--- config.mk ---
export PLATFORM = sky130hd
export DESIGN_NAME = synth_top
export DESIGN_NICKNAME = d
export VERILOG_FILES = /design/src/source/io_pkg.sv /design/src/source/audio_pkg.sv /design/src/source/synth_top.sv /design/src/source/i2s_transmitter.sv /design/src/source/adsr_envelope.sv /design/src/source/quadrature_encoder.sv /design/src/source/wave_bank.sv /design/src/source/note_divider.sv /design/src/source/command_receiver.sv
export SDC_FILE = /design/constraint.sdc
export NUM_CORES = 1
export LEC_CHECK = 0
export ABC_AREA = 1
export BUFFER_PORTS_ARGS = -buffer_cell sky130_fd_sc_hd__buf_2
export CAP_MARGIN = 20
export CORE_UTILIZATION = 56
export DETAILED_ROUTE_END_ITERATION = 16
export PLACE_DENSITY = 0.73
export SLEW_MARGIN = 20
export SYNTH_ARGS = -nofsm -noshare
export SYNTH_HDL_FRONTEND = slang
export SYNTH_SLANG_ARGS = --single-unit
--- constraint.sdc ---
create_clock -name clk -period 5.1 [get_ports clk]
set_input_delay 0 -clock clk [delete_from_list [all_inputs] [get_ports clk]]
set_output_delay 0 -clock clk [all_outputs]
set_load 0.02 [all_outputs]
--- src/source/io_pkg.sv ---
`default_nettype none

package io_pkg;

    typedef logic [7:0] cmd_byte_t;

    localparam cmd_byte_t cmd_noise_on  = 8'h4E;  // 'N'
    localparam cmd_byte_t cmd_noise_off = 8'h46;  // 'F'
    localparam cmd_byte_t cmd_triangle  = 8'h54;  // 'T'
    localparam cmd_byte_t cmd_sawtooth  = 8'h53;  // 'S'
    localparam cmd_byte_t cmd_square    = 8'h51;  // 'Q'

    // Encoder pin pair, a sits in bit 0
    typedef struct packed {
        logic b;
        logic a;
    } quad_pins_t;

    // Maps onto uo_out[2:0]
    typedef struct packed {
        logic sd;
        logic ws;
        logic sck;
    } i2s_pins_t;

endpackage

`default_nettype wire

--- src/source/audio_pkg.sv ---
`default_nettype none

package audio_pkg;

    typedef logic [7:0]  sample_t;    // Audio sample or amplitude
    typedef logic [5:0]  note_code_t; // 0..59 is C2..B6
    typedef logic [31:0] period_t;    // Step period in clocks

    typedef enum logic [1:0] {
        wave_triangle,
        wave_sawtooth,
        wave_square,
        wave_none       // Silence
    } wave_kind_t;

    typedef struct packed {
        note_code_t note;
        wave_kind_t wave;
        logic       noise_en;
    } synth_ctrl_t;

    typedef struct packed {
        sample_t attack;
        sample_t decay;
        sample_t sustain;
        sample_t rel;
    } adsr_cfg_t;

    // Octave 2 periods, C2 up to B2
    localparam period_t base_period [12] = '{
        32'd1915712, 32'd1803586, 32'd1702624, 32'd1607142,
        32'd1515152, 32'd1431731, 32'd1351351, 32'd1275510,
        32'd1204819, 32'd1136364, 32'd1075268, 32'd1017340
    };

    localparam logic [15:0] noise_seed = 16'hACE1;  // LFSR start value

endpackage

`default_nettype wire
--- src/source/synth_top.sv ---
`timescale 1ns/100ps
`default_nettype none

module synth_top #(
    parameter int NOTE_SHIFT = 0,
    parameter int ENC_STEP   = 1
) (
    input  wire [7:0]  ui_in,    // Bit 0 is the serial command line
    output logic [7:0] uo_out,   // Bits 2:0 are {sd, ws, sck}
    input  wire [7:0]  uio_in,   // Four encoder pairs
    output logic [7:0] uio_out,
    output logic [7:0] uio_oe,
    input  wire        ena,
    input  wire        clk,
    input  wire        rst_n
);
    import audio_pkg::*;
    import io_pkg::*;

    synth_ctrl_t ctrl;
    logic        step;
    adsr_cfg_t   cfg;
    sample_t     wave_sample;
    sample_t     scaled;
    i2s_pins_t   i2s_pins;

    command_receiver u_cmd (
        .clk   (clk),
        .rst_n (rst_n),
        .rx    (ui_in[0]),
        .ctrl  (ctrl)
    );

    note_divider #(.NOTE_SHIFT(NOTE_SHIFT)) u_div (
        .clk(clk), .rst_n(rst_n), .ena(ena), .note(ctrl.note), .step(step)
    );

    wave_bank u_wave (
        .clk(clk), .rst_n(rst_n), .ena(ena), .step(step),
        .wave(ctrl.wave), .noise_en(ctrl.noise_en), .sample(wave_sample)
    );

    quadrature_encoder #(.ENC_STEP(ENC_STEP)) u_enc_attack (
        .clk(clk), .rst_n(rst_n), .ena(ena),
        .pins(quad_pins_t'(uio_in[1:0])), .value(cfg.attack)
    );
    quadrature_encoder #(.ENC_STEP(ENC_STEP)) u_enc_decay (
        .clk(clk), .rst_n(rst_n), .ena(ena),
        .pins(quad_pins_t'(uio_in[3:2])), .value(cfg.decay)
    );
    quadrature_encoder #(.ENC_STEP(ENC_STEP)) u_enc_sustain (
        .clk(clk), .rst_n(rst_n), .ena(ena),
        .pins(quad_pins_t'(uio_in[5:4])), .value(cfg.sustain)
    );
    quadrature_encoder #(.ENC_STEP(ENC_STEP)) u_enc_release (
        .clk(clk), .rst_n(rst_n), .ena(ena),
        .pins(quad_pins_t'(uio_in[7:6])), .value(cfg.rel)
    );

    adsr_envelope u_env (
        .clk(clk), .rst_n(rst_n), .ena(ena), .step(step),
        .cfg(cfg), .sample(wave_sample), .scaled(scaled)
    );

    i2s_transmitter u_i2s (
        .clk(clk), .rst_n(rst_n), .ena(ena), .sample(scaled), .pins(i2s_pins)
    );

    assign uo_out  = {5'b0, i2s_pins};
    assign uio_out = 8'h00;
    assign uio_oe  = 8'h00;                    // All bidirectional pins are inputs

endmodule

`default_nettype wire

--- src/source/i2s_transmitter.sv ---
`timescale 1ns/100ps
`default_nettype none

module i2s_transmitter (
    input  wire                 clk,
    input  wire                 rst_n,
    input  wire                 ena,
    input  wire audio_pkg::sample_t sample,
    output io_pkg::i2s_pins_t   pins
);
    import audio_pkg::*;
    import io_pkg::*;

    logic [3:0]  bit_cnt;
    logic [15:0] shreg;
    logic        word_end;

    assign word_end = (bit_cnt == 4'd15);

    always_ff @(posedge clk) begin
        if (!rst_n) begin
            pins    <= '0;
            bit_cnt <= 4'd15;                  // First falling sck opens a word
        end else if (ena) begin
            pins.sck <= ~pins.sck;
            if (pins.sck) begin                // sck about to fall
                bit_cnt <= bit_cnt + 4'd1;
                if (word_end) begin
                    pins.ws <= ~pins.ws;
                    pins.sd <= sample[7];      // MSB goes out with the new ws
                end else begin
                    pins.sd <= shreg[15];
                end
            end
        end
    end

    always_ff @(posedge clk) begin
        if (ena && pins.sck) begin
            if (word_end) begin
                shreg <= {sample[6:0], sample, 1'b0};  // Byte twice, MSB already sent
            end else begin
                shreg <= {shreg[14:0], 1'b0};
            end
        end
    end

endmodule

`default_nettype wire

--- src/source/adsr_envelope.sv ---
`timescale 1ns/100ps
`default_nettype none

module adsr_envelope (
    input  wire                   clk,
    input  wire                   rst_n,
    input  wire                   ena,
    input  wire                   step,
    input  wire audio_pkg::adsr_cfg_t cfg,
    input  wire audio_pkg::sample_t   sample,
    output audio_pkg::sample_t    scaled
);
    import audio_pkg::*;

    typedef enum logic [2:0] {
        env_idle,
        env_attack,
        env_decay,
        env_sustain,
        env_release
    } env_state_t;

    env_state_t  state;
    logic [7:0]  step_cnt;
    sample_t     amplitude;
    logic [15:0] product;

    always_ff @(posedge clk) begin
        if (!rst_n) begin
            state     <= env_idle;
            step_cnt  <= 8'd0;
            amplitude <= '0;
        end else if (ena && step) begin
            case (state)
                env_idle: begin
                    step_cnt <= step_cnt + 8'd1;
                    if (step_cnt == 8'd255) begin
                        state <= env_attack;  // Counter wraps back to 0
                    end
                end
                env_attack: begin
                    if (amplitude < cfg.attack) begin
                        amplitude <= amplitude + 8'd1;
                    end else begin
                        state <= env_decay;
                    end
                end
                env_decay: begin
                    if (amplitude > cfg.sustain) begin
                        // Stop on the sustain level, never below it
                        if (amplitude - cfg.sustain > cfg.decay) begin
                            amplitude <= amplitude - cfg.decay;
                        end else begin
                            amplitude <= cfg.sustain;
                        end
                    end else begin
                        state <= env_sustain;
                    end
                end
                env_sustain: begin
                    amplitude <= cfg.sustain;
                    step_cnt  <= step_cnt + 8'd1;
                    if (step_cnt == 8'd255) begin
                        state <= env_release;
                    end
                end
                env_release: begin
                    if (amplitude == 8'd0) begin
                        state <= env_idle;
                    end else if (amplitude > cfg.rel) begin
                        amplitude <= amplitude - cfg.rel;
                    end else begin
                        amplitude <= 8'd0;     // Clamp at zero
                    end
                end
                default: state <= env_idle;
            endcase
        end
    end

    assign product = 16'(sample) * 16'(amplitude);

    always_ff @(posedge clk) begin
        if (!rst_n) begin
            scaled <= '0;
        end else if (ena) begin
            scaled <= product[15:8];           // Upper byte of the product
        end
    end

endmodule

`default_nettype wire

--- src/source/quadrature_encoder.sv ---
`timescale 1ns/100ps
`default_nettype none

module quadrature_encoder #(
    parameter int ENC_STEP = 1
) (
    input  wire                   clk,
    input  wire                   rst_n,
    input  wire                   ena,
    input  wire io_pkg::quad_pins_t pins,
    output audio_pkg::sample_t    value
);
    import audio_pkg::*;
    import io_pkg::*;

    quad_pins_t prev_pins;

    always_ff @(posedge clk) begin
        if (!rst_n) begin
            prev_pins <= '0;
            value     <= '0;
        end else if (ena) begin
            prev_pins <= pins;
            case ({pins.a, prev_pins.a, pins.b, prev_pins.b})
                4'b1000, 4'b1101: value <= value + sample_t'(ENC_STEP);  // a up, b low / b down, a high
                4'b0010, 4'b0111: value <= value - sample_t'(ENC_STEP);  // Mirrored pair
                default:          value <= value;
            endcase
        end
    end

endmodule

`default_nettype wire

--- src/source/wave_bank.sv ---
`timescale 1ns/100ps
`default_nettype none

module wave_bank (
    input  wire                   clk,
    input  wire                   rst_n,
    input  wire                   ena,
    input  wire                   step,
    input  wire audio_pkg::wave_kind_t wave,
    input  wire                   noise_en,
    output audio_pkg::sample_t    sample
);
    import audio_pkg::*;

    sample_t     tri_level;
    logic        tri_rising;
    sample_t     saw_level;
    logic        sq_high;
    logic [15:0] lfsr;
    sample_t     picked;

    always_comb begin
        if (noise_en) begin
            picked = lfsr[15:8];           // Noise wins over the wave select
        end else begin
            case (wave)
                wave_triangle: picked = tri_level;
                wave_sawtooth: picked = saw_level;
                wave_square:   picked = sq_high ? 8'hFF : 8'h00;
                default:       picked = 8'h00;
            endcase
        end
    end

    always_ff @(posedge clk) begin
        if (!rst_n) begin
            tri_level  <= '0;
            tri_rising <= 1'b1;
            saw_level  <= '0;
            sq_high    <= 1'b0;
            lfsr       <= noise_seed;
            sample     <= '0;
        end else if (ena && step) begin
            sample <= picked;
            if (tri_rising) begin
                if (tri_level == 8'hFF) begin
                    tri_rising <= 1'b0;    // Turn at the top
                end else begin
                    tri_level <= tri_level + 8'd1;
                end
            end else begin
                if (tri_level == 8'h00) begin
                    tri_rising <= 1'b1;
                end else begin
                    tri_level <= tri_level - 8'd1;
                end
            end
            saw_level <= saw_level + 8'd1;
            sq_high   <= ~sq_high;
            // Taps 16, 14, 13, 11
            lfsr <= {lfsr[14:0], lfsr[15] ^ lfsr[13] ^ lfsr[12] ^ lfsr[10]};
        end
    end

endmodule

`default_nettype wire

--- src/source/note_divider.sv ---
`timescale 1ns/100ps
`default_nettype none

module note_divider #(
    parameter int NOTE_SHIFT = 0
) (
    input  wire                   clk,
    input  wire                   rst_n,
    input  wire                   ena,
    input  wire audio_pkg::note_code_t note,
    output logic                  step
);
    import audio_pkg::*;

    localparam period_t reset_period = base_period[0] >> NOTE_SHIFT;  // Note 0

    logic [2:0] octave;
    logic [3:0] semitone;
    period_t    next_period;
    period_t    period_q;
    period_t    count;

    always_comb begin
        if (note < 6'd60) begin
            octave   = 3'(note / 6'd12);
            semitone = 4'(note % 6'd12);
        end else begin
            octave   = 3'd2;               // Spare codes play A4
            semitone = 4'd9;
        end
        next_period = base_period[semitone] >> (32'(octave) + NOTE_SHIFT);
    end

    always_ff @(posedge clk) begin
        if (!rst_n) begin
            count    <= '0;
            period_q <= reset_period;
        end else if (ena) begin
            if (count == period_q) begin
                count    <= '0;
                period_q <= next_period;   // New note applies at the wrap
            end else begin
                count <= count + 32'd1;
            end
        end
    end

    assign step = ena && (count == period_q);

endmodule

`default_nettype wire

--- src/source/command_receiver.sv ---
`timescale 1ns/100ps
`default_nettype none

module command_receiver (
    input  wire                    clk,
    input  wire                    rst_n,
    input  wire                    rx,    // Serial line, idles high
    output audio_pkg::synth_ctrl_t ctrl
);
    import audio_pkg::*;
    import io_pkg::*;

    typedef enum logic [1:0] {
        st_idle,
        st_receiving,
        st_processing
    } rx_state_t;

    rx_state_t  state;
    logic [2:0] bit_cnt;
    cmd_byte_t  rx_byte;

    always_ff @(posedge clk) begin
        if (!rst_n) begin
            state   <= st_idle;
            bit_cnt <= 3'd0;
            ctrl    <= '0;            // Note 0, triangle, noise off
        end else begin
            case (state)
                st_idle: begin
                    bit_cnt <= 3'd0;
                    if (!rx) begin
                        state <= st_receiving;  // Start bit
                    end
                end
                st_receiving: begin
                    bit_cnt <= bit_cnt + 3'd1;
                    if (bit_cnt == 3'd7) begin
                        state <= st_processing;
                    end
                end
                st_processing: begin
                    state <= st_idle;
                    case (rx_byte)
                        cmd_noise_on:  ctrl.noise_en <= 1'b1;
                        cmd_noise_off: ctrl.noise_en <= 1'b0;
                        cmd_triangle:  ctrl.wave <= wave_triangle;
                        cmd_sawtooth:  ctrl.wave <= wave_sawtooth;
                        cmd_square:    ctrl.wave <= wave_square;
                        default: begin
                            ctrl.note     <= rx_byte[5:0];  // Anything else picks a note
                            ctrl.wave     <= wave_triangle;
                            ctrl.noise_en <= 1'b0;
                        end
                    endcase
                end
                default: state <= st_idle;
            endcase
        end
    end

    always_ff @(posedge clk) begin
        if (state == st_receiving) begin
            rx_byte <= {rx, rx_byte[7:1]};  // LSB arrives first
        end
    end

endmodule

`default_nettype wire

==> results of run 1 <==
## flip-flops by register name (all words and copies together) (netlist names), 9 cells and up
| signal | cells |
|---|---|
| u_cmd.ctrl | 9 |
| u_i2s.shreg | 15 |
| u_div.count | 32 |
| u_div.period_q | 21 |
| u_wave.lfsr | 16 |
## path summary, 6_finish.rpt
path                      start                 to  slack (ns)  cells past startpoint
max          u_env.amplitude[7]    u_env.scaled[6]        0.70                     17
max reg2reg  u_env.amplitude[7]    u_env.scaled[6]        0.70                     17
min reg2reg       u_i2s.pins[1]      u_i2s.pins[1]        0.45                      1
min                       rst_n  u_wave.tri_rising        0.12                      2
## cell families (layout without fill, tap and decap cells)
kind of cell,count (synthesis),after routing
and+or+nand+nor,919,919
buffers and inverters,415,413
AOI/OAI and AO/OA,366,366
DFF,206,206
adders and majority gates,162,162
xor gates and xnor gates,87,87
other,1,21
## critical path, delay by kind of cell, from the launching register on
family | cells | cell delay, ns
adders and majority gates | 5 | 2.50
AOI/OAI and AO/OA | 5 | 0.79
DFF | 1 | 0.53
and+or+nand+nor | 3 | 0.29
buffers and inverters | 4 | 0.20
## cell usage after synthesis (4+ instances only)
master,count
inv_2,6
nand4_1,45
nor2_2,7
clkbuf_1,44
nor3_1,39
nor4_1,10
buf_1,4
nor2_1,134
edfxtp_1,23
a31oi_1,16
ha_1,119
buf_2,13
o21ai_1,13
and3_1,6
fa_1,43
a21oi_1,173
or2_2,8
inv_1,319
a21o_1,5
xor2_1,55
o21ai_0,112
a211oi_1,6
dfxtp_1,183
nor3_2,4
nand3b_1,6
nand2_1,473
buf_4,23
nand2_2,7
o211ai_1,23
nor3b_1,10
nand3_1,159
clkinv_1,4
xnor2_1,32
## layout make-up
type / count / area, sq um / share of cell area [%]
Multi-Input combinational cell: 1555 / 9260 / 56.7
Sequential cell: 206 / 4350 / 26.7
Inverter: 331 / 1250 / 7.65
Clock buffer: 32 / 671 / 4.11
Tap cell: 335 / 419 / 2.57
Timing Repair Buffer: 38 / 278 / 1.70
Clock inverter: 12 / 105 / 0.644
## metrics by stage
stage | power, mW | instance area, sq um
after global placement | 2.23 | 15400
after CTS | 3.95 | 16300
after floorplan | 2.15 | 15300
after global routing | 4.10 | 16300
after detailed placement | 2.25 | 15400
final | 3.92 | 16300
## metal layers
| layer | share of wire [%] | routed length, um |
|---|---|---|
| met1 | 47 | 16500 |
| met2 | 47 | 16600 |
| met3 | 4.5 | 1600 |
| met4 | 2.0 | 699 |
| met5 | 0 | 0 |
## power breakdown
group	switching (mW)	internal [mW]	leakage, nW	total [mW]
combinational	0.327	0.178	5.88	0.505
clock	0.708	0.979	0.384	1.69
sequential	0.0365	1.69	1.70	1.73
total	1.07	2.85	7.96	3.92
==> impl_metrics.json, run 1 <==
{
  "status": "completed",
  "cp_max_fo": 9,
  "synth_top_area_share_pct": 24.1,
  "ctsHoldBuffers": 11,
  "port_buffers": 14,
  "fillers": 2371,
  "setup_tns_ns": 0,
  "grt_use_met3_pct": 2.69,
  "ys_warn_count": 0,
  "grt_use_total_pct": 25.8,
  "arrival_ns": 4.83,
  "drv_cap": 0,
  "initial_utilization_pct": 57.7,
  "achievable-frequency_mhz": 227,
  "cts_setup_buffers": 0,
  "synth.area.mux_share_pct": 0,
  "synth-adder-area-share_pct": 15.5,
  "vdd_drop_max_mv": 0.240,
  "htreeDepth": 1,
  "tightest_slew_ns": 0.901,
  "fin_cells": 2509,
  "path_class": "reg2reg",
  "drt_iter0_drc": 1011,
  "cts_max_path_buffers": 3,
  "place_ws_ns": 0.741,
  "use_met1_pct": 34.4,
  "synth_compound_area_share_pct": 13.1,
  "rsz0062_at_grt": "false",
  "p_leak_nw": 7.96,
  "wl_um": 35400,
  "cts_tree": "done",
  "viasPerCell": 5.47,
  "synth-seq-area-share_pct": 28.6,
  "ys.flop_type": "dfxtp_1",
  "nNetsFinal": 2337,
  "finalClockSkew_ns": 0.0102,
  "row_count": 59,
  "syn_inst": 2156,
  "slowest_stage": "fa_1",
  "cts_made_buffers": 24,
  "drc_errors": 0,
  "grt_use_met2_pct": 44.4,
  "cellPowerDensity_nw_per_um2": 240,
  "first_pass_iters": 5,
  "drv_slew": 0,
  "hold_slack_ns": 0.118,
  "area_delta_synth_final_pct": 7.43,
  "finalSetupViolations": 0,
  "required_ns": 5.54,
  "syn_avg_cell_area_sq_um": 7.05,
  "synth.largest_area_cell": "dfxtp_1",
  "grt_pass1_wl_um": 60800,
  "cts_root_buffer": "clkbuf_16",
  "worstSetupEndpointType": "flip-flop",
  "grt_pass1_vias": 13100,
  "dp.cells": 2454,
  "synth_simple_gate_area_share_pct": 26.8,
  "cts.sinks": 206,
  "place.gp.congestion": 0.912,
  "top_usage_layer": "met2",
  "synthTopCellsByArea": "dfxtp_1, nand2_1, ha_1",
  "ys_types": 56,
  "gr-total-overflow": 0,
  "die-area_sq_um": 27800,
  "crit_path_start_kind": "flip-flop",
  "cts-resized-gates": 0,
  "worstHoldPathType": "in2reg",
  "dp_hpwl_um": 26000,
  "final_cell_mix": "nand2_1, inv_1, dfxtp_1",
  "vias": 13700,
  "core_area_sq_um": 26400,
  "die_h_um": 167,
  "ant_nets": 0,
  "synth-seq-cells": 206,
  "hold_viol_final": 0,
  "drive_above_1_share_pct": 5.06,
  "design.portCount": 43,
  "final_common_cell": "nand2_1",
  "slew_headroom_pct": 39.7,
  "worst_slack_ns": 0.702,
  "period_minus_slack_ns": 4.40,
  "grt_max_degree": 55,
  "antenna_cells": 0,
  "slowest_delay_ns": 0.57,
  "synth_top_family_by_area": "simple AND/OR/NAND/NOR gates",
  "clk_latency_ns": 0.53,
  "antenna_found_initial": 0,
  "final_util_pct": 62.0,
  "synth-edff-count": 23,
  "period_share_pct": 86.2,
  "synthArstFlopShare_pct": 0,
  "wl_per_cell_um": 14.1,
  "clk_pin_slew_worst_paths_ns": 0.06,
  "die_w_um": 167,
  "synth_xor_area_share_pct": 5.01,
  "syn_area_sq_um": 15200,
  "crit_chain": "nand2_1 -> fa_1 -> fa_1 -> inv_1 -> fa_1 -> inv_1 -> fa_1 -> inv_1 -> ha_1 -> a21oi_1 -> o21ai_0 -> a221oi_1 -> nand2_1 -> a21oi_1 -> o21ai_0 -> nand2_1 -> inv_1"
}
No activity file was read; power rests on OpenSTA's default activity.
==> run 2: changes to the inputs <==
==> constraint.sdc (replaced) <==
create_clock -name clk -period 4.25 [get_ports clk]
set_input_delay 0 -clock clk [delete_from_list [all_inputs] [get_ports clk]]
set_output_delay 0 -clock clk [all_outputs]
set_load 0.02 [all_outputs]
==> run 2 against run 1 <==
  * Via count is 0.69% higher
  * Largest power group is now the clock network
  * Fmax grew 7.8%
  * Non-clock buffer count is 15 higher
  * Cell count rose by 0.60%
  * Hold slack improved by 0.088 ns
  * Design area increased by 1.3%
  * Sequential share of layout area decreased by 0.23 points
==> impl_metrics.json, run 2 (same netlist as run 1, synthesis figures left out) <==
{
  "grt_use_total_pct": 25.4,
  "arrival_ns": 4.50,
  "port_buffers": 14,
  "die-area_sq_um": 27800,
  "reg2reg_from": "u_env.amplitude[4]",
  "path_class": "reg2reg",
  "tightest_slew_ns": 0.868,
  "final_cell_mix": "nand2_1, inv_1, dfxtp_1",
  "viasPerCell": 5.48,
  "place_ws_ns": 0.0492,
  "worstSetupEndpoint": "u_env.scaled[2]",
  "period_share_pct": 96.0,
  "ant_nets": 0,
  "grt_max_degree": 70,
  "die_h_um": 167,
  "rsz0062_at_grt": "true",
  "drv_slew": 0,
  "grt_pass1_vias": 13200,
  "crit_path_start_kind": "flip-flop",
  "finalClockSkew_ns": 0.0161,
  "finalSetupViolations": 0,
  "rr_worst_depth": 18,
  "dp.cells": 2468,
  "top_regs": "u_div.count x32, u_div.period_q x21, u_wave.lfsr x16",
  "worstSetupEndpointType": "flip-flop",
  "drv_cap": 0,
  "clk_latency_ns": 0.53,
  "clk_pin_slew_worst_paths_ns": 0.07,
  "status": "completed",
  "antenna_cells": 0,
  "die_w_um": 167,
  "drc_errors": 0,
  "reg2reg_to": "u_env.scaled[2]",
  "worst_slack_ns": 0.172,
  "dp_hpwl_um": 26100,
  "place.gp.congestion": 0.914,
  "vdd_drop_max_mv": 0.310,
  "hold_viol_final": 0,
  "cts_tree": "done",
  "cts_made_buffers": 24,
  "grt_pass1_wl_um": 59900,
  "fin_cells": 2524,
  "antenna_found_initial": 0,
  "cts.sinks": 206,
  "nNetsFinal": 2352,
  "final_common_cell": "nand2_1",
  "row_count": 59,
  "wl_per_cell_um": 14.0,
  "drive_above_1_share_pct": 6.53,
  "required_ns": 4.67,
  "cp-startpoint": "u_env.amplitude[4]",
  "achievable-frequency_mhz": 245,
  "cellPowerDensity_nw_per_um2": 288,
  "cp_max_fo": 7,
  "vias": 13800,
  "drt_iter0_drc": 885,
  "initial_utilization_pct": 57.7,
  "worstHoldPathType": "in2reg",
  "slew_headroom_pct": 41.7,
  "wl_um": 35400,
  "cts_max_path_buffers": 3,
  "regMostFlops": "u_div.count",
  "first_pass_iters": 5,
  "reg2reg_slack_ns": 0.17,
  "htreeDepth": 1,
  "area_delta_synth_final_pct": 8.79,
  "period_minus_slack_ns": 4.08,
  "cts_root_buffer": "clkbuf_16",
  "cts_setup_buffers": 0,
  "core_area_sq_um": 26400,
  "gr-total-overflow": 0,
  "design.portCount": 43,
  "largest_reg_flops": 32,
  "p_leak_nw": 8.06
}
==> run 2: changes by cell type in the layout (fill, tap and decap cells not counted), sizes merged <==
cell / before / now
bufinv: 1 / 2
clkinvlp: 1 / 3
dlygate4sd3: 11 / 12
buf: 27 / 41
inv: 326 / 325
clkbuf: 32 / 29
clkinv: 15 / 16
==> run 2: metrics by stage <==
| stage | cell area, sq um | hold slack (ns) | TNS (ns) | total power, mW | util, % |
|---|---|---|---|---|---|
| after floorplan | 15300 | 0.0989 | 0 | 2.59 | - |
| after global placement | 15600 | 0.193 | 0 | 2.68 | 59.0 |
| after detailed placement | 15600 | 0.195 | 0 | 2.70 | 59.0 |
| after CTS | 16500 | 0.183 | 0 | 4.80 | 62.5 |
| after global routing | 16500 | 0.216 | -0.0162 | 4.98 | 62.8 |
| final | 16500 | 0.206 | 0 | 4.77 | 62.8 |
==> run 2: how the worst min path moves through the flow <==
stage	startpoint	to	slack (ns)	cells past startpoint
global route	ui_in[0]	u_cmd.rx_byte[7]	0.22	2
detailed placement	ui_in[0]	u_cmd.rx_byte[7]	0.19	1
floorplan	ui_in[0]	u_cmd.rx_byte[7]	0.1	0
global placement	ui_in[0]	u_cmd.rx_byte[7]	0.19	1
CTS	ui_in[0]	u_cmd.rx_byte[7]	0.18	2
finish	ui_in[0]	u_cmd.rx_byte[7]	0.21	2
==> run 2: power by group <==
part | internal [mW] | switching [mW] | total [mW] | leakage [nW]
Sequential | 2.03 | 0.0435 | 2.07 | 1.71
Combinational | 0.213 | 0.393 | 0.606 | 5.96
Clock | 1.23 | 0.864 | 2.09 | 0.391
Total | 3.47 | 1.30 | 4.77 | 8.06
==> run 2: metal layers <==
metal	part of all wire [%]	GRT usage, %
met1	48	33.4
met2	46	43.6
met3	4.5	3.21
met4	2.2	7.33
met5	0	0
==> run 2: area by class of cell <==
cell class | instances | area [sq um]
flip-flops and latches | 206 | 4370
clock inverters | 15 | 141
inverters | 331 | 1250
multi-input cells | 1555 | 9300
fillers | 2396 | 9820
clock buffers | 29 | 661
well taps | 335 | 419
repair buffers | 53 | 393
==> run 2: worst max-delay path, stage by stage (launching register included) <==
cell and delay, ns:
dfxtp_4 0.37, buf_4 0.16, nand2_1 0.06, inv_1 0.05, fa_1 0.46, fa_1 0.55
inv_1 0.05, fa_1 0.47, fa_1 0.54, inv_1 0.04, ha_1 0.34, a21oi_2 0.18
o21ai_1 0.10, a21o_1 0.20, nand2_1 0.08, a21oi_1 0.06, nand3b_1 0.16, nand2_1 0.07
inv_1 0.04
==> run 2: repair_timing <==
action	CTS	global route
hold buffers	12	0
resized for setup	0	25
endpoints found under the setup margin	0	8
endpoints found under the hold margin	29	0
